<file path="src/sys_pkg.sv">
package sys_pkg;

   // ======================================================================
   // Widths
   // ======================================================================
   localparam int XLEN       = 32;
   localparam int CSR_ADDR_W = 12;
   localparam int REG_ADDR_W = 5;

   // ======================================================================
   // Machine-mode CSR addresses
   // ======================================================================
   localparam logic [CSR_ADDR_W-1:0] CSR_MSTATUS  = 12'h300;
   localparam logic [CSR_ADDR_W-1:0] CSR_MTVEC    = 12'h305;
   localparam logic [CSR_ADDR_W-1:0] CSR_MSCRATCH = 12'h340;
   localparam logic [CSR_ADDR_W-1:0] CSR_MEPC     = 12'h341;
   localparam logic [CSR_ADDR_W-1:0] CSR_MCAUSE   = 12'h342;
   localparam logic [CSR_ADDR_W-1:0] CSR_MTVAL    = 12'h343;

   // Stored mstatus bits
   localparam int MSTATUS_MIE_BIT  = 3;
   localparam int MSTATUS_MPIE_BIT = 7;

   // Trap causes
   localparam logic [XLEN-1:0] CAUSE_ILLEGAL = 32'h0000_0002;
   localparam logic [XLEN-1:0] CAUSE_BREAK   = 32'h0000_0003;
   localparam logic [XLEN-1:0] CAUSE_ECALL   = 32'h0000_000b;

   // ======================================================================
   // Instruction encoding
   // ======================================================================
   localparam logic [6:0] OPCODE_SYSTEM = 7'b1110011;

   localparam logic [11:0] FUNCT12_ECALL  = 12'h000;
   localparam logic [11:0] FUNCT12_EBREAK = 12'h001;
   localparam logic [11:0] FUNCT12_MRET   = 12'h302;
   localparam logic [11:0] FUNCT12_WFI    = 12'h105;

   typedef enum logic [2:0] {
      OP_CSR_WRITE = 3'd0,
      OP_CSR_SET   = 3'd1,
      OP_CSR_CLEAR = 3'd2,
      OP_ECALL     = 3'd3,
      OP_EBREAK    = 3'd4,
      OP_MRET      = 3'd5,
      OP_WFI       = 3'd6,
      OP_ILLEGAL   = 3'd7
   } sys_op_e;

   // One SYSTEM word, seen either as a CSR access or a privileged op
   typedef union packed {
      struct packed {
         logic [CSR_ADDR_W-1:0] csr_addr;
         logic [REG_ADDR_W-1:0] src;
         logic [2:0]            funct3;
         logic [REG_ADDR_W-1:0] rd;
         logic [6:0]            opcode;
      } csr_view;
      struct packed {
         logic [11:0]           funct12;
         logic [REG_ADDR_W-1:0] rs1;
         logic [2:0]            funct3;
         logic [REG_ADDR_W-1:0] rd;
         logic [6:0]            opcode;
      } priv_view;
   } sys_insn_u;

endpackage

</file>
<file path="src/csr_file.sv">
module csr_file #(
   parameter logic [sys_pkg::XLEN-1:0] MTVEC_RESET = '0
) (
   input  logic                              clk,
   input  logic                              reset,
   input  logic [sys_pkg::CSR_ADDR_W-1:0]    csr_addr_i,
   input  logic                              csr_we_i,
   input  logic [sys_pkg::XLEN-1:0]          csr_wdata_i,
   output logic [sys_pkg::XLEN-1:0]          csr_rdata_o,
   output logic                              csr_exists_o
);
   import sys_pkg::*;

   // Only MIE and MPIE exist in mstatus
   logic             mie_q;
   logic             mpie_q;
   logic [XLEN-1:0]  mtvec_q;
   logic [XLEN-1:0]  mscratch_q;
   logic [XLEN-1:0]  mepc_q;
   logic [XLEN-1:0]  mcause_q;
   logic [XLEN-1:0]  mtval_q;

   // ======================================================================
   // Read port
   // ======================================================================
   always_comb begin
      csr_rdata_o  = '0;
      csr_exists_o = 1'b1;
      case (csr_addr_i)
         CSR_MSTATUS: begin
            csr_rdata_o[MSTATUS_MIE_BIT]  = mie_q;
            csr_rdata_o[MSTATUS_MPIE_BIT] = mpie_q;
         end
         CSR_MTVEC:    csr_rdata_o = mtvec_q;
         CSR_MSCRATCH: csr_rdata_o = mscratch_q;
         CSR_MEPC:     csr_rdata_o = mepc_q;
         CSR_MCAUSE:   csr_rdata_o = mcause_q;
         CSR_MTVAL:    csr_rdata_o = mtval_q;
         default:      csr_exists_o = 1'b0;
      endcase
   end

   // ======================================================================
   // Write port
   // ======================================================================
   always_ff @(posedge clk) begin
      if (reset) begin
         mie_q      <= 1'b0;
         mpie_q     <= 1'b0;
         mtvec_q    <= MTVEC_RESET;
         mscratch_q <= '0;
         mepc_q     <= '0;
         mcause_q   <= '0;
         mtval_q    <= '0;
      end else if (csr_we_i) begin
         case (csr_addr_i)
            CSR_MSTATUS: begin
               mie_q  <= csr_wdata_i[MSTATUS_MIE_BIT];
               mpie_q <= csr_wdata_i[MSTATUS_MPIE_BIT];
            end
            CSR_MTVEC:    mtvec_q    <= csr_wdata_i;
            CSR_MSCRATCH: mscratch_q <= csr_wdata_i;
            CSR_MEPC:     mepc_q     <= csr_wdata_i;
            CSR_MCAUSE:   mcause_q   <= csr_wdata_i;
            CSR_MTVAL:    mtval_q    <= csr_wdata_i;
            default: begin
            end
         endcase
      end
   end

endmodule

</file>
<file path="src/sys_decode.sv">
module sys_decode (
   input  logic                              clk,
   input  logic                              reset,
   input  logic                              start_i,
   input  sys_pkg::sys_insn_u                insn_i,
   input  logic [sys_pkg::XLEN-1:0]          rs1_val_i,
   input  logic [sys_pkg::XLEN-1:0]          pc_i,
   output logic                              op_valid_o,
   output sys_pkg::sys_op_e                  op_o,
   output logic [sys_pkg::CSR_ADDR_W-1:0]    csr_addr_o,
   output logic [sys_pkg::XLEN-1:0]          src_val_o,
   output logic [sys_pkg::REG_ADDR_W-1:0]    rd_o,
   output logic [sys_pkg::XLEN-1:0]          pc_o
);
   import sys_pkg::*;

   sys_op_e          op_d;
   logic [XLEN-1:0]  src_d;

   // Classify the word
   always_comb begin
      op_d = OP_ILLEGAL;
      // funct3[2] selects the zimm forms
      if (insn_i.csr_view.funct3[2]) begin
         src_d = {{(XLEN-REG_ADDR_W){1'b0}}, insn_i.csr_view.src};
      end else begin
         src_d = rs1_val_i;
      end
      if (insn_i.priv_view.opcode == OPCODE_SYSTEM) begin
         case (insn_i.csr_view.funct3)
            3'd0: begin
               case (insn_i.priv_view.funct12)
                  FUNCT12_ECALL:  op_d = OP_ECALL;
                  FUNCT12_EBREAK: op_d = OP_EBREAK;
                  FUNCT12_MRET:   op_d = OP_MRET;
                  FUNCT12_WFI:    op_d = OP_WFI;
                  default:        op_d = OP_ILLEGAL;
               endcase
            end
            3'd1, 3'd5: op_d = OP_CSR_WRITE;
            3'd2, 3'd6: op_d = OP_CSR_SET;
            3'd3, 3'd7: op_d = OP_CSR_CLEAR;
            default:    op_d = OP_ILLEGAL;
         endcase
      end
   end

   always_ff @(posedge clk) begin
      if (reset) begin
         op_valid_o <= 1'b0;
      end else begin
         op_valid_o <= start_i;
      end
   end

   // Operands held until the next start
   always_ff @(posedge clk) begin
      if (start_i) begin
         op_o       <= op_d;
         csr_addr_o <= insn_i.csr_view.csr_addr;
         src_val_o  <= src_d;
         rd_o       <= insn_i.csr_view.rd;
         pc_o       <= pc_i;
      end
   end

endmodule

</file>
<file path="src/sys_execute.sv">
module sys_execute #(
   parameter logic [sys_pkg::XLEN-1:0] MTVEC_RESET = '0
) (
   input  logic                              clk,
   input  logic                              reset,
   input  logic                              op_valid_i,
   input  sys_pkg::sys_op_e                  op_i,
   input  logic [sys_pkg::CSR_ADDR_W-1:0]    csr_addr_i,
   input  logic [sys_pkg::XLEN-1:0]          src_val_i,
   input  logic [sys_pkg::XLEN-1:0]          pc_i,
   output logic                              done_o,
   output logic                              rd_we_o,
   output logic                              trap_o,
   output logic [sys_pkg::XLEN-1:0]          rd_data_o,
   output logic [sys_pkg::XLEN-1:0]          next_pc_o
);
   import sys_pkg::*;

   localparam logic [2:0] IDLE        = 3'd0;
   localparam logic [2:0] CSR_RW      = 3'd1;
   localparam logic [2:0] TRAP_CAUSE  = 3'd2;
   localparam logic [2:0] TRAP_EPC    = 3'd3;
   localparam logic [2:0] TRAP_TVAL   = 3'd4;
   localparam logic [2:0] TRAP_STATUS = 3'd5;

   logic [2:0]             state_q;
   logic [2:0]             state_d;
   logic [CSR_ADDR_W-1:0]  csr_addr;
   logic                   csr_we;
   logic [XLEN-1:0]        csr_wdata;
   logic [XLEN-1:0]        csr_rdata;
   logic                   csr_exists;
   // mtvec, or mepc for MRET, read while idle
   logic [XLEN-1:0]        hold_q;
   logic [XLEN-1:0]        target_pc;

   csr_file #(
      .MTVEC_RESET (MTVEC_RESET)
   ) u_csr_file (
      .clk          (clk),
      .reset        (reset),
      .csr_addr_i   (csr_addr),
      .csr_we_i     (csr_we),
      .csr_wdata_i  (csr_wdata),
      .csr_rdata_o  (csr_rdata),
      .csr_exists_o (csr_exists)
   );

   // ======================================================================
   // Sequencer, one CSR access per cycle
   // ======================================================================
   always_comb begin
      state_d   = state_q;
      csr_addr  = CSR_MTVEC;
      csr_we    = 1'b0;
      csr_wdata = '0;
      case (state_q)
         IDLE: begin
            if (op_i == OP_MRET) begin
               csr_addr = CSR_MEPC;
            end
            if (op_valid_i) begin
               case (op_i)
                  OP_CSR_WRITE, OP_CSR_SET, OP_CSR_CLEAR: state_d = CSR_RW;
                  OP_WFI:  state_d = IDLE;
                  OP_MRET: state_d = TRAP_STATUS;
                  default: state_d = TRAP_CAUSE;
               endcase
            end
         end
         CSR_RW: begin
            csr_addr = csr_addr_i;
            csr_we   = csr_exists;
            case (op_i)
               OP_CSR_SET:   csr_wdata = csr_rdata | src_val_i;
               OP_CSR_CLEAR: csr_wdata = csr_rdata & ~src_val_i;
               default:      csr_wdata = src_val_i;
            endcase
            // Missing CSR ends up as an illegal instruction
            state_d = csr_exists ? IDLE : TRAP_CAUSE;
         end
         TRAP_CAUSE: begin
            csr_addr = CSR_MCAUSE;
            csr_we   = 1'b1;
            case (op_i)
               OP_ECALL:  csr_wdata = CAUSE_ECALL;
               OP_EBREAK: csr_wdata = CAUSE_BREAK;
               default:   csr_wdata = CAUSE_ILLEGAL;
            endcase
            state_d = TRAP_EPC;
         end
         TRAP_EPC: begin
            csr_addr  = CSR_MEPC;
            csr_we    = 1'b1;
            csr_wdata = pc_i;
            state_d   = TRAP_TVAL;
         end
         TRAP_TVAL: begin
            csr_addr  = CSR_MTVAL;
            csr_we    = 1'b1;
            csr_wdata = pc_i;
            state_d   = TRAP_STATUS;
         end
         TRAP_STATUS: begin
            csr_addr = CSR_MSTATUS;
            csr_we   = 1'b1;
            if (op_i == OP_MRET) begin
               csr_wdata[MSTATUS_MIE_BIT]  = csr_rdata[MSTATUS_MPIE_BIT];
               csr_wdata[MSTATUS_MPIE_BIT] = csr_rdata[MSTATUS_MPIE_BIT];
            end else begin
               csr_wdata[MSTATUS_MPIE_BIT] = csr_rdata[MSTATUS_MIE_BIT];
            end
            state_d = IDLE;
         end
         default: state_d = IDLE;
      endcase
   end

   always_ff @(posedge clk) begin
      if (reset) begin
         state_q <= IDLE;
      end else begin
         state_q <= state_d;
      end
   end

   always_ff @(posedge clk) begin
      if ((state_q == IDLE) && op_valid_i) begin
         hold_q <= csr_rdata;
      end
   end

   // ======================================================================
   // Response
   // ======================================================================
   assign done_o = ((state_q == IDLE) && op_valid_i && (op_i == OP_WFI))
                   || ((state_q == CSR_RW) && csr_exists)
                   || (state_q == TRAP_STATUS);

   assign rd_we_o   = (state_q == CSR_RW) && csr_exists;
   assign rd_data_o = (state_q == CSR_RW) ? csr_rdata : '0;
   assign trap_o    = (state_q == TRAP_STATUS) && (op_i != OP_MRET);

   assign target_pc = (state_q == TRAP_STATUS) ? hold_q : pc_i + XLEN'(4);
   assign next_pc_o = {target_pc[XLEN-1:1], 1'b0};

endmodule

</file>
<file path="src/sys_result.sv">
module sys_result (
   input  logic                              clk,
   input  logic                              reset,
   input  logic                              req_i,
   input  logic                              done_i,
   input  logic                              rd_we_i,
   input  logic                              trap_i,
   input  logic [sys_pkg::REG_ADDR_W-1:0]    rd_addr_i,
   input  logic [sys_pkg::XLEN-1:0]          rd_data_i,
   input  logic [sys_pkg::XLEN-1:0]          next_pc_i,
   output logic                              start_o,
   output logic                              ack_o,
   output logic                              rd_we_o,
   output logic                              trap_o,
   output logic [sys_pkg::REG_ADDR_W-1:0]    rd_addr_o,
   output logic [sys_pkg::XLEN-1:0]          rd_data_o,
   output logic [sys_pkg::XLEN-1:0]          next_pc_o
);

   localparam logic [1:0] IDLE = 2'd0;
   localparam logic [1:0] WAIT = 2'd1;
   localparam logic [1:0] ACK  = 2'd2;

   logic [1:0] state_q;

   // Four-phase handshake
   always_ff @(posedge clk) begin
      if (reset) begin
         state_q <= IDLE;
      end else begin
         case (state_q)
            IDLE:    state_q <= req_i ? WAIT : IDLE;
            WAIT:    state_q <= done_i ? ACK : WAIT;
            ACK:     state_q <= req_i ? ACK : IDLE;
            default: state_q <= IDLE;
         endcase
      end
   end

   assign start_o = (state_q == IDLE) && req_i;
   assign ack_o   = (state_q == ACK);

   // Held through the whole acknowledge phase
   always_ff @(posedge clk) begin
      if ((state_q == WAIT) && done_i) begin
         rd_we_o   <= rd_we_i;
         trap_o    <= trap_i;
         rd_addr_o <= rd_addr_i;
         rd_data_o <= rd_data_i;
         next_pc_o <= next_pc_i;
      end
   end

endmodule

</file>
<file path="src/sys_unit.sv">
module sys_unit #(
   parameter logic [sys_pkg::XLEN-1:0] MTVEC_RESET = 32'h0000_0100
) (
   input  logic                              clk,
   input  logic                              reset,
   input  logic                              req_i,
   input  sys_pkg::sys_insn_u                insn_i,
   input  logic [sys_pkg::XLEN-1:0]          rs1_val_i,
   input  logic [sys_pkg::XLEN-1:0]          pc_i,
   output logic                              ack_o,
   output logic                              rd_we_o,
   output logic                              trap_o,
   output logic [sys_pkg::REG_ADDR_W-1:0]    rd_addr_o,
   output logic [sys_pkg::XLEN-1:0]          rd_data_o,
   output logic [sys_pkg::XLEN-1:0]          next_pc_o
);
   import sys_pkg::*;

   logic                   start;
   logic                   op_valid;
   sys_op_e                op;
   logic [CSR_ADDR_W-1:0]  csr_addr;
   logic [XLEN-1:0]        src_val;
   logic [REG_ADDR_W-1:0]  rd;
   logic [XLEN-1:0]        op_pc;
   logic                   done;
   logic                   ex_rd_we;
   logic                   ex_trap;
   logic [XLEN-1:0]        ex_rd_data;
   logic [XLEN-1:0]        ex_next_pc;

   sys_decode u_decode (
      .clk        (clk),
      .reset      (reset),
      .start_i    (start),
      .insn_i     (insn_i),
      .rs1_val_i  (rs1_val_i),
      .pc_i       (pc_i),
      .op_valid_o (op_valid),
      .op_o       (op),
      .csr_addr_o (csr_addr),
      .src_val_o  (src_val),
      .rd_o       (rd),
      .pc_o       (op_pc)
   );

   sys_execute #(
      .MTVEC_RESET (MTVEC_RESET)
   ) u_execute (
      .clk        (clk),
      .reset      (reset),
      .op_valid_i (op_valid),
      .op_i       (op),
      .csr_addr_i (csr_addr),
      .src_val_i  (src_val),
      .pc_i       (op_pc),
      .done_o     (done),
      .rd_we_o    (ex_rd_we),
      .trap_o     (ex_trap),
      .rd_data_o  (ex_rd_data),
      .next_pc_o  (ex_next_pc)
   );

   sys_result u_result (
      .clk       (clk),
      .reset     (reset),
      .req_i     (req_i),
      .done_i    (done),
      .rd_we_i   (ex_rd_we),
      .trap_i    (ex_trap),
      .rd_addr_i (rd),
      .rd_data_i (ex_rd_data),
      .next_pc_i (ex_next_pc),
      .start_o   (start),
      .ack_o     (ack_o),
      .rd_we_o   (rd_we_o),
      .trap_o    (trap_o),
      .rd_addr_o (rd_addr_o),
      .rd_data_o (rd_data_o),
      .next_pc_o (next_pc_o)
   );

endmodule

</file>
<file path="config.mk">
export PLATFORM = sky130hd
export DESIGN_NAME = sys_unit
export DESIGN_NICKNAME = d
export VERILOG_FILES = /design/src/sys_pkg.sv /design/src/csr_file.sv /design/src/sys_decode.sv /design/src/sys_execute.sv /design/src/sys_result.sv /design/src/sys_unit.sv
export SDC_FILE = /design/constraint.sdc
export NUM_CORES = 1
export LEC_CHECK = 0
export BUFFER_PORTS_ARGS = -buffer_cell sky130_fd_sc_hd__buf_2
export CORE_MARGIN = 2
export CORE_UTILIZATION = 45
export CTS_CLUSTER_SIZE = 28
export DETAILED_ROUTE_END_ITERATION = 8
export GPL_TIMING_DRIVEN = 0
export PLACE_DENSITY_LB_ADDON = 0.3
export RECOVER_POWER = 25
export SYNTH_ARGS = -nofsm -noshare
export SYNTH_HDL_FRONTEND = slang
export SYNTH_SLANG_ARGS = --single-unit
</file>
<file path="constraint.sdc">
create_clock -name clk -period 6.7 [get_ports clk]
set_clock_uncertainty 0.05 [all_clocks]
set_input_delay 1.34 -clock clk [delete_from_list [all_inputs] [get_ports clk]]
set_output_delay 1.34 -clock clk [all_outputs]
set_load 0.1 [all_outputs]
</file>
# == Yosys cells after proc, flatten, opt, wreduce, memory -nomap -nowiden ==
# Cells that the tools add are included.
# Widths: inputs -> output; s select.
# totals
regBits,354
inputBits,99
out_inout_bits,72
elab_cells,113
# op_classes
add_sub_neg,1
n_eq_ne,31
muxes,30
bitwise_logic,3
n_reduce_logical,26
# ops
cell,n
$pmux 24 s5,1
$eq 12x10->1 const B,7
$pmux 12 s6,1
$pmux 24 s3,1
$pmux 32 s2,1
$pmux 3 s5,3
$add 32x3->32 const B,1
$and 32x32->32,1
$mux 32,1
$not 32->32,1
$or 32x32->32,1
$pmux 3 s3,3
$eq 3x3->1 const B,8
$pmux 3 s4,2
$eq 3x2->1 const B,6
$eq 12x1->1 const B,1
$eq 12x9->1 const B,1
$logic_not 12->1,1
$pmux 1 s6,2
$reduce_and 2->1,6
$eq 3x1->1 const B,3
$logic_not 3->1,3
$pmux 1 s4,2
$pmux 4 s2,1
19 further kinds,33

# == Depth between registers and ports, before layout ==
# depth
ltp_word,11
mapped_depth,11
mapped_depth_nobuf,8

# == By module ==
# From an unflattened synthesis, not the netlist that was laid out.
# hier_totals
cells_unflattened,1466
area_unflattened_um2,15605.0
# modules_own_cells
mod,instances,cells_each,area_each_um2,seq_area_each_um2
csr_file,1,794,7014.2,3243.1
sys_execute,1,451,3444.6,991.0
sys_decode,1,140,2917.8,2542.4
sys_result,1,81,2228.4,2172.1

# == Worst setup path before layout ==
# No wires, ideal clock.
# synth_path
path_type,register -> register
from,register u_execute.state_q[0]
to,register u_result.next_pc_o[10] (netlist name) (enable)
setup_time_ns,0.424
arrival_ns,6.009
required_ns,6.226
path_slack_ns,0.217
stages_incl_launch_ff,8
n_path_buf,2
synth_period_minus_slack_ns,6.483
cell_sequence,dfxtp_1 > buf_2 > clkbuf_1 > nor4b_1 > nand4b_1 > o311ai_1 > nand3b_1 > inv_1
# synth_between
elab_chain_cells,9
word_cells_on_any_way,21
classes_between,eq/ne (11); mux (2); reduce/logical (8)
# synth_lines
item,line_no,source
from (decl),sys_execute.sv:26,logic [2:0] state_q;
from (signal assigned),sys_execute.sv:123,state_q <= state_d;
$eq 3x3->1 (tied with other cells),"sys_execute.sv:57, sys_execute.sv:138",
$pmux 12 s6,sys_execute.sv:57,case (state_q)
$eq 12x10->1,csr_file.sv:29,case (csr_addr_i)
$reduce_or 6->1 (no source line),n/a,
$mux 1,csr_file.sv:29,
$logic_and 1x1->1,sys_execute.sv:137,|| ((state_q == CSR_RW) && csr_exists)
$logic_or 1x1->1,sys_execute.sv:137,
$logic_or 1x1->1 *,sys_execute.sv:138,|| (state_q == TRAP_STATUS);
$logic_and 1x1->1 *,sys_result.sv:45,if ((state_q == WAIT) && done_i) begin
to (signal assigned),sys_result.sv:50,next_pc_o <= next_pc_i;
to (decl),sys_result.sv:17,output logic [sys_pkg::XLEN-1:0] next_pc_o
# Every way passes the cells marked *; elsewhere a longest branch is shown, timed or not.
# A chain may end at the register's enable or synchronous reset.

# == Final worst setup path ==
# layout_path
from,input req_i
to,register u_decode.src_val_o[20] (netlist name) (enable)
# layout_between
elab_chain_cells,1
# layout_lines
item,line_no,source
from (decl),sys_unit.sv:6,"input logic req_i,"
$logic_and 1x1->1,sys_result.sv:40,assign start_o = (state_q == IDLE) && req_i;
named net start,sys_unit.sv:19,logic start;
to (signal assigned),sys_decode.sv:61,src_val_o <= src_d;
to (decl),sys_decode.sv:11,"output logic [sys_pkg::XLEN-1:0] src_val_o,"
# The timed path passes the listed nets, and every way through them passes these cells.

==> flow_metrics.env <==
export IMPL_cts_tree="yes"
export IMPL_drive_above_1_share_pct=16.34
export IMPL_port_buffers=169
export IMPL_cts_root_buf="clkbuf_16"
export IMPL_grt_max_degree=71
export IMPL_yosys_warnings=0
export IMPL_cellPowerDensity_nw_per_um2=305.1
export IMPL_max_stage_delay_ns=1.42
export IMPL_r2r_slack_ns=2.70
export IMPL_nets=1702
export IMPL_synth_common_cells="edfxtp_1 (185), nor2_1 (179), dfxtp_1 (168), a21oi_1 (101), a211oi_1 (96)"
export IMPL_synth_ff_type="edfxtp_1"
export IMPL_die_y_microns=187.0
export IMPL_status="finished with violations"
export IMPL_fin_ws_ns=2.288
export IMPL_start_util_pct=45.30
export IMPL_leakage_uw=0.006429
export IMPL_maxCapViolations=2
export IMPL_reg2regPathDepth=9
export IMPL_rsz0062_at_grt="no"
export IMPL_area_growth_pct=17.40
export IMPL_hp_class="flip-flop to flip-flop"
export IMPL_drtPass1Iterations=5
export IMPL_cp_top_family="buffers and inverters"
export IMPL_antenna_found_initial=0
export IMPL_drc_errors=0
export IMPL_crit_start="req_i"
export IMPL_ios=171
export IMPL_syn_nets=1487
export IMPL_pre_cts_slack_ns=2.915
export IMPL_finalSetupTns_ns=0
export IMPL_drtIter0Drc=1306
export IMPL_drt_total_wl_mm=43.29
export IMPL_synth_top_area_share_pct=36.85
export IMPL_hold_slack_ns=0.3666
export IMPL_setup_viol=0
export IMPL_synth_area_top_cells="edfxtp_1 (37%), dfxtp_1 (22%), a211oi_1 (4.8%)"
export IMPL_path_buf_inv=3
export IMPL_tightest_slew_ns=1.865
export IMPL_cts_hold_buf=0
export IMPL_h_tree_depth=2
export IMPL_rows=67
export IMPL_vdd_drop_max_mv=0.1561
export IMPL_clk_pin_slew_ns=0.05
export IMPL_slew_viol_final=54
export IMPL_clock_latency_ns=0.53
export IMPL_p_total_uw=5400
export IMPL_reg2reg_from="u_execute.state_q[2]"
export IMPL_cts_sinks=353
export IMPL_netlist_instances=1387
export IMPL_grtUsageTotal_pct=24.34
export IMPL_synth_seq_cells=353
export IMPL_clockBufferDepth=3
export IMPL_post_drt_wl_per_cell_microns=20.85
export IMPL_gp_congestion=0.8960
export IMPL_violations="capacitance limit, slew limit"
export IMPL_endpoint_kind="flip-flop"
export IMPL_postCtsSetupRepairBufs=0
export IMPL_ant_nets=0
export IMPL_slowest_stage="clkbuf_1"
export IMPL_synth_cell_types=75
export IMPL_regToRegEndpoint="u_execute.u_csr_file.mie_q"
export IMPL_stdcell_area_sq_um=17700
export IMPL_core_sq_um=33280
export IMPL_seq_area_sq_um=8919
export IMPL_dp_hpwl_mm=31.55
export IMPL_grt_overflow=0
export IMPL_vias=11960
export IMPL_slew_headroom_pct=-24.33
export IMPL_dieArea_sq_um=34980
export IMPL_syn_avg_cell_area_sq_um=10.87
export IMPL_numCtsBuffers=38
export IMPL_synth_most_common_cell="edfxtp_1"
export IMPL_critPathRequiredTime_ns=6.86
export IMPL_path_cells="clkbuf_1, nand2_1, nor2_1, clkbuf_1, buf_12"
export IMPL_hold_violations=0
export IMPL_cp_start_kind="primary input"
export IMPL_synth_edf_count=185
export IMPL_period_share_pct=65.85
export IMPL_grt_pass1_wl_mm=67.56
export IMPL_multi_input_area_sq_um=5579
export IMPL_fillers=2895
export IMPL_path_depth=5
export IMPL_synth_top_cell_by_area="edfxtp_1"
export IMPL_vias_per_cell=5.761
export IMPL_crit_top_cell="clkbuf_1"
export IMPL_finalCriticalPeriod_ns=4.412
export IMPL_critPathMaxFanout=33
export IMPL_clock_fmax_mhz=226.7
export IMPL_cts_repair_resized=0
export IMPL_path_class="primary input to flip-flop"
export IMPL_seq_area_frac_synth_pct=59.15
export IMPL_synth_async_reset_ratio_pct=0
export IMPL_grt_pass1_vias=11810
export IMPL_num_antenna_cells=0
export IMPL_arrival_ns=4.57
export IMPL_endpoint="u_decode.src_val_o[20]"
export IMPL_synth_cell_area_sq_um=15080
export IMPL_dieWidth_microns=187.0
export IMPL_post_dp_cell_area_sq_um=16570
metrics by stage:
stage	util (%)	instances
6_report	53.19	2076
5_1_grt	53.19	2076
4_1_cts	53.35	2076
2_1_floorplan	-	1387
3_5_place_dp	49.79	2010
3_3_place_gp	49.53	2004
report_power, final:
| group | total, uW | internal [uW] | leakage (uW) | switching (uW) |
|---|---|---|---|---|
| combinational | 856 | 280 | 0.00267 | 576 |
| sequential | 2520 | 2430 | 0.00318 | 83.3 |
| clock | 2030 | 1200 | 0.000575 | 830 |
layer usage:
metal / routed length (microns) / track usage [%]
met5: 0 / 0
met4: 901 / 6.532
met3: 2905 / 3.396
met2: 20100 / 39.68
met1: 19380 / 34.20
worst min path at each step:
stage	startpoint	endpoint	slack, ns	depth (start not counted)
after floorplan	u_decode.rd_o[0]	u_result.rd_addr_o[0]	0.35	0
after detailed placement	u_decode.rd_o[0]	u_result.rd_addr_o[0]	0.35	0
final	u_decode.rd_o[3]	u_result.rd_addr_o[3]	0.37	0
after global placement	u_decode.rd_o[2]	u_result.rd_addr_o[2]	0.35	0
after global routing	u_decode.rd_o[1]	u_result.rd_addr_o[1]	0.37	0
after CTS	u_decode.rd_o[0]	u_result.rd_addr_o[0]	0.37	0
cells in the final DEF, fill, tap and decap left out, drive strengths merged, types with 6 or more instances in the layout:
cell / synthesis / layout
buf: 34 / 193
edfxtp: 185 / 185
nor2: 181 / 181
dfxtp: 168 / 168
clkbuf: 72 / 145
a21oi: 103 / 103
a211oi: 100 / 100
nand2: 81 / 81
o21ai: 70 / 70
nor2b: 40 / 40
inv: 39 / 40
mux2: 38 / 38
a221oi: 30 / 30
a2bb2oi: 27 / 27
o311a: 27 / 27
nor4b: 26 / 26
nor3: 17 / 17
xnor2: 16 / 16
nand3: 15 / 15
xor2: 14 / 14
nor4: 11 / 11
and3: 10 / 10
nand2b: 7 / 7
or3: 6 / 6
logic make-up (layout without fill, tap and decap cells):
group | Yosys count | in the layout | share of synthesized area (%)
buffers and inverters | 145 | 386 | 3.842
DFF | 353 | 353 | 59.15
AOI/OAI and AO/OA | 393 | 393 | 18.07
adders and majority gates | 1 | 1 | 0.08297
xor gates and xnor gates | 30 | 30 | 1.743
other | 1 | 1 | 0.02487
muxes | 42 | 42 | 3.187
and+or+nand+nor | 422 | 422 | 13.89
flip-flops by register name, indices dropped and copies added, names as in the netlist, 3 cells and up:
name	count
u_decode.pc_o	32
u_decode.src_val_o	32
u_execute.u_csr_file.mcause_q	32
u_execute.u_csr_file.mepc_q	32
u_execute.u_csr_file.mscratch_q	32
u_execute.u_csr_file.mtval_q	32
u_execute.u_csr_file.mtvec_q	32
u_result.rd_data_o	32
u_execute.hold_q	31
u_result.next_pc_o	31
u_decode.csr_addr_o	12
u_decode.rd_o	5
u_result.rd_addr_o	5
u_decode.op_o	3
u_execute.state_q	3
area by class of cell:
cell class | instances | share of cell area (%)
inverters | 39 | 0.8412
clock inverters | 9 | 0.5514
plain buffers | 106 | 2.439
flip-flops and latches | 353 | 50.39
well taps | 448 | 3.167
multi-input cells | 889 | 31.52
repair buffers | 175 | 4.955
clock buffers | 57 | 6.143
Note: power is estimated with default switching activity, not from simulation.
